==> config.mk <==
export PLATFORM = sky130hd
export DESIGN_NAME = gpu_cmd_top
export DESIGN_NICKNAME = d
export VERILOG_FILES = /design/src/gpu_pkg.sv /design/src/gpu_cmd_fifo.sv /design/src/gpu_reg_decode.sv /design/src/gpu_fill_engine.sv /design/src/gpu_mem_port.sv /design/src/gpu_cmd_top.sv
export SDC_FILE = /design/constraint.sdc
export NUM_CORES = 2
export LEC_CHECK = 0
export ABC_AREA = 1
export BUFFER_PORTS_ARGS = -buffer_cell sky130_fd_sc_hd__clkbuf_2
export CAP_MARGIN = 0
export CORE_UTILIZATION = 33
export DETAILED_ROUTE_END_ITERATION = 10
export PLACE_DENSITY = 0.47
export SLEW_MARGIN = 20
export SYNTH_ARGS = -nofsm -noshare
export SYNTH_HDL_FRONTEND = slang
export SYNTH_SLANG_ARGS = --single-unit
==> constraint.sdc <==
create_clock -name clk_core -period 7.7 [get_ports clk_core]
set_clock_uncertainty 0.2 [all_clocks]
set_input_delay 1.925 -clock clk_core [delete_from_list [all_inputs] [get_ports clk_core]]
set_output_delay 1.925 -clock clk_core [all_outputs]
set_load 0.02 [all_outputs]
==> src/gpu_pkg.sv <==
package gpu_pkg;

    // ====================
    // Field widths
    // ====================

    localparam int REG_ADDR_W = 7;
    localparam int REG_DATA_W = 64;

    // Host register bus
    typedef logic [REG_ADDR_W-1:0] reg_addr_t;
    typedef logic [REG_DATA_W-1:0] reg_data_t;

    // Packed command: {rw, addr, data}, rw set means read
    typedef logic [REG_ADDR_W+REG_DATA_W:0] cmd_word_t;

    // Memory side, half-word addressing
    typedef logic [23:0] mem_addr_t;
    typedef logic [31:0] mem_data_t;
    typedef logic [19:0] fill_count_t;

    // Timestamp target, word address
    typedef logic [22:0] ts_addr_t;

    // ====================
    // Register map
    // ====================

    localparam reg_addr_t REG_MEM_FILL  = 7'h10;
    localparam reg_addr_t REG_TIMESTAMP = 7'h11;
    localparam reg_addr_t REG_STATUS    = 7'h7E;
    localparam reg_addr_t REG_ID        = 7'h7F;

    localparam reg_data_t GPU_ID = 64'h0000_4750_0002_0000;

    // MEM_FILL layout: base [15:0], value [31:16], count [51:32]
    localparam int FILL_VALUE_LSB = 16;
    localparam int FILL_COUNT_LSB = 32;

    // 512-byte units to half-word address
    localparam int BASE_SHIFT = 8;

endpackage

==> src/gpu_cmd_fifo.sv <==
`timescale 1ns/100ps

module gpu_cmd_fifo #(
    parameter int CMD_FIFO_DEPTH      = 16,
    parameter int CMD_ALMOST_FULL_GAP = 4
) (
    input  logic              clk_core,
    input  logic              rst_n_core,
    input  logic              push,
    input  gpu_pkg::cmd_word_t push_data,
    input  logic              pop,
    output gpu_pkg::cmd_word_t head,
    output logic              empty,
    output logic              almost_full
);

    import gpu_pkg::*;

    localparam int PTR_W = $clog2(CMD_FIFO_DEPTH);
    localparam int CNT_W = $clog2(CMD_FIFO_DEPTH + 1);

    // Storage, no reset needed on the entries
    cmd_word_t mem [CMD_FIFO_DEPTH];

    logic [PTR_W-1:0] wr_ptr_q;
    logic [PTR_W-1:0] rd_ptr_q;
    logic [CNT_W-1:0] count_q;
    logic             full;
    logic             do_push;
    logic             do_pop;

    assign full    = (count_q == CNT_W'(CMD_FIFO_DEPTH));
    assign empty   = (count_q == '0);
    // Push into a full FIFO is dropped
    assign do_push = push && !full;
    assign do_pop  = pop && !empty;

    // Host is expected to back off once this rises
    assign almost_full = (count_q >= CNT_W'(CMD_FIFO_DEPTH - CMD_ALMOST_FULL_GAP));

    // Head read straight from the array
    assign head = mem[rd_ptr_q];

    always_ff @(posedge clk_core) begin
        if (do_push) begin
            mem[wr_ptr_q] <= push_data;
        end
    end

    // Pointers wrap at depth, also for non power-of-two depths
    always_ff @(posedge clk_core or negedge rst_n_core) begin
        if (!rst_n_core) begin
            wr_ptr_q <= '0;
            rd_ptr_q <= '0;
            count_q  <= '0;
        end else begin
            if (do_push) begin
                wr_ptr_q <= (wr_ptr_q == PTR_W'(CMD_FIFO_DEPTH - 1)) ? '0 : wr_ptr_q + 1'b1;
            end
            if (do_pop) begin
                rd_ptr_q <= (rd_ptr_q == PTR_W'(CMD_FIFO_DEPTH - 1)) ? '0 : rd_ptr_q + 1'b1;
            end
            // Level tracks the net change
            if (do_push && !do_pop) begin
                count_q <= count_q + 1'b1;
            end else if (do_pop && !do_push) begin
                count_q <= count_q - 1'b1;
            end
        end
    end

endmodule

==> src/gpu_reg_decode.sv <==
`timescale 1ns/100ps

module gpu_reg_decode (
    input  logic                 clk_core,
    input  logic                 rst_n_core,
    input  gpu_pkg::cmd_word_t   head,
    input  logic                 empty,
    output logic                 pop,
    output logic                 rdata_valid,
    output gpu_pkg::reg_data_t   rdata,
    output logic                 fill_start,
    output gpu_pkg::mem_addr_t   fill_base,
    output logic [15:0]          fill_value,
    output gpu_pkg::fill_count_t fill_count,
    input  logic                 fill_busy,
    output logic                 ts_write,
    output gpu_pkg::ts_addr_t    ts_addr,
    output gpu_pkg::mem_data_t   ts_value,
    input  logic                 ts_pending
);

    import gpu_pkg::*;

    logic      head_rw;
    reg_addr_t head_addr;
    reg_data_t head_data;
    logic      is_fill_wr;
    logic      is_ts_wr;
    logic      stall;
    logic      head_seen_q;
    reg_data_t mem_fill_q;
    mem_data_t cycle_cnt_q;

    // ====================
    // Head unpack and stall
    // ====================

    assign {head_rw, head_addr, head_data} = head;

    assign is_fill_wr = !head_rw && (head_addr == REG_MEM_FILL);
    assign is_ts_wr   = !head_rw && (head_addr == REG_TIMESTAMP);

    // Hold the head while its target engine is still working
    assign stall = (is_fill_wr && fill_busy) || (is_ts_wr && ts_pending);

    // Head must have been visible one full cycle before it goes
    assign pop = !empty && head_seen_q && !stall;

    always_ff @(posedge clk_core or negedge rst_n_core) begin
        if (!rst_n_core) begin
            head_seen_q <= 1'b0;
        end else begin
            head_seen_q <= !empty && !pop;
        end
    end

    // ====================
    // Triggers
    // ====================

    assign fill_start = pop && is_fill_wr;
    assign fill_base  = mem_addr_t'(head_data[15:0]) << BASE_SHIFT;
    assign fill_value = head_data[FILL_VALUE_LSB +: 16];
    assign fill_count = head_data[FILL_COUNT_LSB +: $bits(fill_count_t)];

    assign ts_write = pop && is_ts_wr;
    assign ts_addr  = head_data[$bits(ts_addr_t)-1:0];
    // Timestamp is the counter value in the pop cycle
    assign ts_value = cycle_cnt_q;

    always_ff @(posedge clk_core or negedge rst_n_core) begin
        if (!rst_n_core) begin
            mem_fill_q  <= '0;
            cycle_cnt_q <= '0;
        end else begin
            cycle_cnt_q <= cycle_cnt_q + 1'b1;
            // Keep last MEM_FILL for readback
            if (fill_start) begin
                mem_fill_q <= head_data;
            end
        end
    end

    // ====================
    // Readback
    // ====================

    assign rdata_valid = pop && head_rw;

    always_comb begin
        case (head_addr)
            REG_MEM_FILL: rdata = mem_fill_q;
            REG_ID:       rdata = GPU_ID;
            REG_STATUS:   rdata = {62'd0, ts_pending, fill_busy};
            default:      rdata = '0;
        endcase
    end

endmodule

==> src/gpu_fill_engine.sv <==
`timescale 1ns/100ps

module gpu_fill_engine (
    input  logic                 clk_core,
    input  logic                 rst_n_core,
    input  logic                 fill_start,
    input  gpu_pkg::mem_addr_t   fill_base,
    input  logic [15:0]          fill_value,
    input  gpu_pkg::fill_count_t fill_count,
    output logic                 fill_busy,
    output logic                 fill_req,
    output gpu_pkg::mem_addr_t   fill_addr,
    output gpu_pkg::mem_data_t   fill_data,
    input  logic                 fill_ack
);

    import gpu_pkg::*;

    typedef enum logic [1:0] {
        ST_IDLE,
        ST_REQUEST,
        ST_WAIT_ACK
    } fill_state_t;

    fill_state_t state_q;
    fill_count_t remain_q;
    mem_addr_t   addr_q;
    logic [15:0] value_q;

    // Request held from first cycle of a word until its ack
    assign fill_busy = (state_q != ST_IDLE);
    assign fill_req  = (state_q != ST_IDLE);
    assign fill_addr = addr_q;
    // Same 16-bit value in both halves
    assign fill_data = {value_q, value_q};

    always_ff @(posedge clk_core or negedge rst_n_core) begin
        if (!rst_n_core) begin
            state_q  <= ST_IDLE;
            remain_q <= '0;
        end else begin
            case (state_q)
                ST_IDLE: begin
                    // Zero count never leaves idle
                    if (fill_start && (fill_count != '0)) begin
                        state_q  <= ST_REQUEST;
                        remain_q <= fill_count;
                    end
                end
                // First cycle of a word, ack cannot come yet
                ST_REQUEST: state_q <= ST_WAIT_ACK;
                ST_WAIT_ACK: begin
                    if (fill_ack) begin
                        remain_q <= remain_q - 1'b1;
                        state_q  <= (remain_q == fill_count_t'(1)) ? ST_IDLE : ST_REQUEST;
                    end
                end
                default: state_q <= ST_IDLE;
            endcase
        end
    end

    // Word address steps by two half-words
    always_ff @(posedge clk_core) begin
        if (state_q == ST_IDLE && fill_start) begin
            addr_q  <= fill_base;
            value_q <= fill_value;
        end else if (state_q == ST_WAIT_ACK && fill_ack) begin
            addr_q <= addr_q + mem_addr_t'(2);
        end
    end

endmodule

==> src/gpu_mem_port.sv <==
`timescale 1ns/100ps

module gpu_mem_port (
    input  logic               clk_core,
    input  logic               rst_n_core,
    input  logic               ts_write,
    input  gpu_pkg::ts_addr_t  ts_addr,
    input  gpu_pkg::mem_data_t ts_value,
    output logic               ts_pending,
    input  logic               fill_req,
    input  gpu_pkg::mem_addr_t fill_addr,
    input  gpu_pkg::mem_data_t fill_data,
    output logic               fill_ack,
    output logic               mem_req,
    output gpu_pkg::mem_addr_t mem_addr,
    output gpu_pkg::mem_data_t mem_wdata,
    input  logic               mem_ack
);

    import gpu_pkg::*;

    mem_addr_t ts_addr_q;
    mem_data_t ts_data_q;
    logic      req_q;
    logic      owner_ts_q;
    mem_addr_t addr_q;
    mem_data_t data_q;

    assign mem_req   = req_q;
    assign mem_addr  = addr_q;
    assign mem_wdata = data_q;

    // Ack goes back to the fill engine only for its own word
    assign fill_ack = mem_ack && req_q && !owner_ts_q;

    // ====================
    // Request ownership
    // ====================

    always_ff @(posedge clk_core or negedge rst_n_core) begin
        if (!rst_n_core) begin
            ts_pending <= 1'b0;
            req_q      <= 1'b0;
            owner_ts_q <= 1'b0;
        end else begin
            // Latch and hold until the timestamp word is accepted
            if (ts_write) begin
                ts_pending <= 1'b1;
            end else if (ts_pending && req_q && owner_ts_q && mem_ack) begin
                ts_pending <= 1'b0;
            end
            if (req_q) begin
                // Drop for at least one cycle after the ack
                if (mem_ack) begin
                    req_q <= 1'b0;
                end
            end else if (ts_pending || fill_req) begin
                req_q      <= 1'b1;
                // Timestamp slips in between fill words
                owner_ts_q <= ts_pending;
            end
        end
    end

    // Payload, frozen while the request is out
    always_ff @(posedge clk_core) begin
        if (ts_write) begin
            ts_addr_q <= {ts_addr, 1'b0};
            ts_data_q <= ts_value;
        end
        if (!req_q) begin
            addr_q <= ts_pending ? ts_addr_q : fill_addr;
            data_q <= ts_pending ? ts_data_q : fill_data;
        end
    end

endmodule

==> src/gpu_cmd_top.sv <==
`timescale 1ns/100ps

module gpu_cmd_top #(
    parameter int CMD_FIFO_DEPTH      = 16,
    parameter int CMD_ALMOST_FULL_GAP = 4
) (
    input  logic               clk_core,
    input  logic               rst_n_core,
    // Host register bus
    input  logic               cmd_valid,
    input  logic               cmd_rw,
    input  gpu_pkg::reg_addr_t cmd_addr,
    input  gpu_pkg::reg_data_t cmd_wdata,
    output logic               rdata_valid,
    output gpu_pkg::reg_data_t rdata,
    output logic               cmd_almost_full,
    output logic               cmd_empty,
    // Memory write port
    output logic               mem_req,
    output gpu_pkg::mem_addr_t mem_addr,
    output gpu_pkg::mem_data_t mem_wdata,
    input  logic               mem_ack
);

    import gpu_pkg::*;

    cmd_word_t   cmd_word;
    cmd_word_t   head;
    logic        pop;
    logic        fill_start;
    mem_addr_t   fill_base;
    logic [15:0] fill_value;
    fill_count_t fill_count;
    logic        fill_busy;
    logic        fill_req;
    mem_addr_t   fill_addr;
    mem_data_t   fill_data;
    logic        fill_ack;
    logic        ts_write;
    ts_addr_t    ts_addr;
    mem_data_t   ts_value;
    logic        ts_pending;

    // Host command packed as {rw, addr, data}
    assign cmd_word = {cmd_rw, cmd_addr, cmd_wdata};

    gpu_cmd_fifo #(
        .CMD_FIFO_DEPTH     (CMD_FIFO_DEPTH),
        .CMD_ALMOST_FULL_GAP(CMD_ALMOST_FULL_GAP)
    ) gpu_cmd_fifo_inst (
        .clk_core   (clk_core),
        .rst_n_core (rst_n_core),
        .push       (cmd_valid),
        .push_data  (cmd_word),
        .pop        (pop),
        .head       (head),
        .empty      (cmd_empty),
        .almost_full(cmd_almost_full)
    );

    gpu_reg_decode gpu_reg_decode_inst (
        .clk_core   (clk_core),
        .rst_n_core (rst_n_core),
        .head       (head),
        .empty      (cmd_empty),
        .pop        (pop),
        .rdata_valid(rdata_valid),
        .rdata      (rdata),
        .fill_start (fill_start),
        .fill_base  (fill_base),
        .fill_value (fill_value),
        .fill_count (fill_count),
        .fill_busy  (fill_busy),
        .ts_write   (ts_write),
        .ts_addr    (ts_addr),
        .ts_value   (ts_value),
        .ts_pending (ts_pending)
    );

    gpu_fill_engine gpu_fill_engine_inst (
        .clk_core  (clk_core),
        .rst_n_core(rst_n_core),
        .fill_start(fill_start),
        .fill_base (fill_base),
        .fill_value(fill_value),
        .fill_count(fill_count),
        .fill_busy (fill_busy),
        .fill_req  (fill_req),
        .fill_addr (fill_addr),
        .fill_data (fill_data),
        .fill_ack  (fill_ack)
    );

    gpu_mem_port gpu_mem_port_inst (
        .clk_core  (clk_core),
        .rst_n_core(rst_n_core),
        .ts_write  (ts_write),
        .ts_addr   (ts_addr),
        .ts_value  (ts_value),
        .ts_pending(ts_pending),
        .fill_req  (fill_req),
        .fill_addr (fill_addr),
        .fill_data (fill_data),
        .fill_ack  (fill_ack),
        .mem_req   (mem_req),
        .mem_addr  (mem_addr),
        .mem_wdata (mem_wdata),
        .mem_ack   (mem_ack)
    );

endmodule

# == Yosys cells after proc, flatten, opt, wreduce, memory -nomap -nowiden ==
# Memory sizes are Yosys's and may differ from the RTL's.
# Cells that the tools add are included.
# classes
eq_ne,12
n_bitwise,1
addsub,7
mux,23
magnitude_cmp,1
n_reduce_logical,43
# ops
op,n
64-bit one-hot mux with 3 select lines,1
24-bit two-way mux,3
20-bit two-way mux,2
20-bit one-hot mux with 2 select lines,1
"32-bit by 1-bit adder with 32-bit output, second input constant",1
32-bit two-way mux,1
"24-bit by 2-bit adder with 24-bit output, second input constant",1
1-bit logical AND,22
"20-bit by 1-bit == test with 1-bit output, second input constant",1
20-bit nonzero test,1
"20-bit by 1-bit subtractor with 20-bit output, second input constant",1
"7-bit by 5-bit == test with 1-bit output, second input constant",2
"7-bit == test, second input constant",2
5-bit two-way mux,2
2-bit nonzero test,5
"4-bit by 1-bit adder with 4-bit output, second input constant",2
"4-bit == test, second input constant",2
1-bit zero test,8
1-bit two-way mux,8
4-bit two-way mux,2
2-bit one-hot mux with 3 select lines,1
"5-bit by 1-bit adder with 5-bit output, second input constant",1
"5-bit == test, second input constant",1
"5-bit by 4-bit greater-or-equal comparator with 1-bit output, second input constant",1
other kinds (11),15
# totals
n_memories,1
input_bits,76
output_inout_bits,124
wordCells,107
mem_bits_rw,1152
ff_bits,286
# memory_table
memory,depth,width,read_ports,rd_clocked_by_memory_dff,wr,line,source
gpu_cmd_fifo_inst.mem,16,72,1,0,1,gpu_cmd_fifo.sv:23,cmd_word_t mem [CMD_FIFO_DEPTH];

# == Depth between registers and ports, before layout ==
# An unclocked memory read counts as a cell.
# logic_depth
depth_word,11
depth_mapped,27
mapped_depth_nobuf,26

# == Hierarchy ==
# From an unflattened synthesis, not the netlist that was laid out.
# unflattened
cells_unflattened,6636
hier_area_um2,64523.1
# by_module_without_submodules
mod,seq_area_each_um2,cells_each,area_per_inst_um2,instances
gpu_cmd_fifo,34918.5,5039,50686.1,1
gpu_reg_decode,2427.3,757,5672.9,1
gpu_mem_port,3408.3,307,4249.1,1
gpu_fill_engine,1751.7,533,3915.0,1

# == Worst setup path after synthesis ==
# No wires, ideal clock.
# synth_timing
kind,input -> register
start,input cmd_valid
end,"memory gpu_cmd_fifo_inst.mem[0][0] (netlist name), enable pin"
path_slack_ns,1.541
required_ns,6.997
setup_time_ns,0.503
stages,5
arrival_time_ns,5.457
n_path_buf,1
cell_sequence,nand2_1 inv_1 clkbuf_1 nand2_1 nor2_1
# synth_via
elab_chain_cells,3
# synth_lines
item,line,source
start: declaration,gpu_cmd_top.sv:10,"input logic cmd_valid,"
1-bit logical AND,gpu_cmd_fifo.sv:35,assign do_push = push && !full;
named net gpu_cmd_fifo_inst.do_push,gpu_cmd_fifo.sv:29,logic do_push;
1-bit two-way mux,gpu_cmd_fifo.sv:45,if (do_push) begin
1-bit two-way mux (not written as such),gpu_cmd_fifo.sv:46,mem[wr_ptr_q] <= push_data;
end: declaration,gpu_cmd_fifo.sv:23,
# The timed path passes the listed nets, and every way through them passes these cells.

# == Worst setup path in the final report ==
# layout_timing
start,register gpu_cmd_fifo_inst.rd_ptr_q[1]
end,output rdata[9]
# layout_via
elab_chain_cells,3
elab_cells_between_ends,5
cone_classes,3 x eq/ne; 1 x mux; 1 x memory
# layout_lines
item,line,source
start: declaration,gpu_cmd_fifo.sv:26,logic [PTR_W-1:0] rd_ptr_q;
start signal: assignment,gpu_cmd_fifo.sv:61,rd_ptr_q <= (rd_ptr_q == PTR_W'(CMD_FIFO_DEPTH - 1)) ? '0 : rd_ptr_q + 1'b1;
memory read 16 x 72 bit *,-,
7-bit == test / 7-bit by 5-bit == test with 1-bit output (equally long branches),gpu_reg_decode.sv:91,case (head_addr)
64-bit one-hot mux with 3 select lines *,gpu_reg_decode.sv:91,
end: declaration,gpu_cmd_top.sv:15,"output gpu_pkg::reg_data_t rdata,"
# Every way passes the cells marked *; elsewhere a longest branch is shown, timed or not.

==> metrics.md <==
| Metric | Value |
|---|---|
| Max Slew Vio Count | `0` |
| Iteration-0 DRC Markers | `3,026` |
| Fillers | `16,970` |
| Vias in the first global route | `35,270` |
| Syn Inst Count | `4,870` |
| Critical path fanouts, max | `196` |
| Reg2Reg Depth | `20` |
| Synthesis-stage register bit count | `1,436` |
| Top delay family on crit path | `buffers and inverters` |
| Distinct cells, synth | `40` |
| Warnings from Yosys | `0` |
| Area of the multi-input gates | `13,170 µm²` |
| Dpl hpwl | `82,670 µm` |
| Floorplan core area | `173,800 µm²` |
| Combined flip-flop and latch cell area | `42,390 µm²` |
| Critical path's largest stage delay | `820 ps` |
| Worst hold stages | `0` |
| Final Cycle Share | `87.68%` |
| Global-route wire length before repair | `240,800 µm` |
| CP Class | `reg2out` |
| Max Used Layer | `met5` |
| Cell Pwr Density | `371.7 nW/µm²` |
| Comb pwr share | `30.5%` |
| GRT Total Usage | `18.54%` |
| Htree depth | `4` |
| Dpl cells | `7,179` |
| Worst setup EP type | `output pin` |
| Async S/R FF share, synth | `9.401%` |
| DRT Pass-1 Iters | `6` |
| Antenna Violating Nets Remaining | `0` |
| # Max-Cap Violations | `0` |
| CTS tree | `done` |
| Min Hold Slack | `276.5 ps` |
| Met3 wire length | `8597 µm` |
| Row cnt | `153` |
| Peak supply drop | `0.2572 mV` |
| Origin of the worst min-delay path | `gpu_reg_decode_inst.ts_value[19]` |
| CP Launch Type | `flip-flop` |
| Worst reg2reg path endpoint | `gpu_fill_engine_inst.remain_q[3]` |
| Syn avg cell area | `11.86 µm²` |
| Post-cts resize count | `0` |
| Main synth FF type | `edfxtp_1` |
| # nets final | `5,099` |
| Worst r2r src | `gpu_cmd_fifo_inst.rd_ptr_q[0]` |
| Synth-to-layout area growth | `14.52%` |
| Vias/cell | `4.940` |
| Die H | `420.4 µm` |
| Final setup violation count | `0` |
| RSZ-0062 raised after global routing | `no` |
| Sum of negative setup slack | `0 ps` |
| Clock power frac | `29.1%` |
| Min Tclk post-route | `6751 ps` |
| P_sw | `0.009069 W` |
| Leading cell types in the layout, fill and taps excluded | `edfxtp_1, nand2_1, nor2_1, o21ai_0, inv_1` |
| Largest net degree at the start of global routing | `197` |
| Critical Path AT | `4630 ps` |
| Root Driver | `clkbuf_16` |
| Die X | `420.4 µm` |
| Syn_nets | `4,960` |
| Outcome | `complete, no violations` |
| CTS clock-pin slew for the worst setup and hold paths | `60 ps` |
| Post-synth EDFFs | `1,294` |
| Met1 WL | `73,220 µm` |
| Worst Tran Pin Value | `1177 ps` |
| Vias | `36,900` |
| Wire length on met2 | `78,870 µm` |
| Crit. Startpoint | `gpu_cmd_fifo_inst.rd_ptr_q[1]` |
| Critical Path RT | `5580 ps` |
| Sequential share of the synthesized area | `73.35%` |
| Input/output buffers | `198` |
| DRC errors left | `0` |
| Routability cong. | `0.7824` |
| Fin area | `66,160 µm²` |
| Initial antenna violation count | `29` |
| Routed len/inst | `22.08 µm` |
| Internal power | `0.01552 W` |
| Gr ovfl total | `0` |
| Sw frac | `36.87%` |
| Critical path buffers and inverters | `4` |
| Worst Hold Path EP | `gpu_mem_port_inst.ts_data_q[19]` |
| Post-CTS Setup Inserts | `0` |
| Final core area utilization | `38.06%` |
| Hold Buf Count CTS | `0` |
| Headroom to the max-slew limit | `21.51%` |
| Initial Util | `33.24%` |
| Clock sink count | `1,436` |
| Leakage | `23.77 nW` |
| Max frequency | `148.1 MHz` |
| Clk buf depth | `3` |
| Commonest non-fill, non-tap cell in the layout | `edfxtp_1` |
| Area after DPL | `61,310 µm²` |
| Clock latency at the later pin of the worst-skew pair | `790 ps` |
| Min-delay worst type | `reg2reg` |
| Crit-path cells | `buf_12 -> nand3_1 -> nand3_1 -> nand2_1 -> nor2_1 -> nor2_2 -> nand3_1 -> nor2_1 -> inv_2 -> buf_4 -> nor2_1 -> clkbuf_2` |
| Num CTS Buffers | `153` |
| Die ar. | `176,700 µm²` |
| Final Routed Wirelength | `164,900 µm` |
| Seq pwr share | `40.4%` |
| Final Hold Viols | `0` |
| Post-Syn Area | `57,770 µm²` |
| Io pins | `200` |
| Share of cells above drive strength 1 | `10.01%` |
| Reg-to-reg slack, setup | `1880 ps` |
| Slowest stage cell, crit path | `dfrtp_4` |
| Cell Count, Final, Fillers Out | `7,469` |
## state kept, by name (all words and copies together), names as in the netlist, 2 cells and up
register	cells
gpu_mem_port_inst.ts_addr_q	23
gpu_cmd_fifo_inst.wr_ptr_q	4
gpu_cmd_fifo_inst.rd_ptr_q	4
gpu_mem_port_inst.ts_data_q	32
gpu_fill_engine_inst.state_q	2
gpu_fill_engine_inst.value_q	16
gpu_cmd_fifo_inst.count_q	5
gpu_reg_decode_inst.mem_fill_q	64
gpu_fill_engine_inst.remain_q	20
gpu_mem_port_inst.mem_addr	23
gpu_reg_decode_inst.ts_value	32
gpu_cmd_fifo_inst.mem	1152
gpu_mem_port_inst.mem_wdata	32
gpu_fill_engine_inst.fill_addr	23
## how the worst max path moves through the flow
| stage | slack, ps | cells after the start | endpoint |
|---|---|---|---|
| final | 950 | 12 | rdata[9] |
| after global routing | 560 | 16 | rdata[53] |
| after CTS | 820 | 12 | rdata[63] |
| after detailed placement | 1700 | 12 | rdata[63] |
| after global placement | 1730 | 12 | rdata[59] |
| after floorplan | 1540 | 5 | gpu_cmd_fifo_inst.mem[0][0] |
## metrics by stage
step | setup WS (ps) | power (W)
detailed placement | 1697 | 0.01768
global route | 557.6 | 0.02596
floorplan | 1541 | 0.01482
CTS | 821.3 | 0.02487
finish | 949.0 | 0.02459
global placement | 1734 | 0.01764
## area by class of cell
cell class,count,share of cell area [%]
multi-input combinational,2857,19.91
antenna,7,0.02648
sequential,1436,64.07
timing repair buffer,256,2.536
clock inverter,81,0.9191
clock buffer,202,6.377
inverter,305,1.766
tap,2325,4.397
## power by group through the flow
stage / logic, W / registers (W) / clock network (W)
floorplan: 0.00473 / 0.0101 / 0
global placement: 0.00755 / 0.0101 / 0
detailed placement: 0.00759 / 0.0101 / 0
CTS: 0.00761 / 0.00994 / 0.00733
global route: 0.00833 / 0.0100 / 0.00761
finish: 0.00750 / 0.00993 / 0.00716
## cells by family (layout without fill, tap and decap cells)
family	after synthesis	in the layout	synth area share (%)
adders and majority gates	14	14	0.3162
AOI/OAI and AO/OA	838	838	8.089
DFF	1436	1436	73.35
buffers and inverters	577	844	4.069
xor gates and xnor gates	43	43	0.6519
other	1	8	0.006491
and+or+nand+nor	1961	1961	13.52
## per-layer routing
layer	vias to the layer above	GRT usage [%]
met1	18440	24.86
met5	-	0
met3	246	3.339
li1	17320	-
met4	18	5.553
met2	878	30.51
## synthesized netlist by cell type (4+ instances only)
cell type / count / area share [%]
buf_6: 10 / 0.19
nand3_1: 250 / 2.2
buf_4: 4 / 0.052
dfxtp_1: 7 / 0.24
inv_2: 6 / 0.039
buf_1: 19 / 0.12
ha_1: 13 / 0.28
o221ai_1: 67 / 1.0
inv_1: 295 / 1.9
nor3_1: 15 / 0.13
a31oi_1: 13 / 0.14
buf_2: 74 / 0.64
o22ai_1: 123 / 1.3
nor4_1: 5 / 0.054
nor2_1: 680 / 4.4
nand4_1: 16 / 0.17
o21ai_0: 522 / 4.5
clkbuf_1: 165 / 1.1
dfrtp_1: 135 / 5.8
a21oi_1: 22 / 0.19
o21ai_1: 68 / 0.59
o211ai_1: 21 / 0.27
nand2_1: 984 / 6.4
xor2_1: 30 / 0.45
edfxtp_1: 1294 / 67
xnor2_1: 13 / 0.20
No activity file was read; power rests on OpenSTA's default activity.
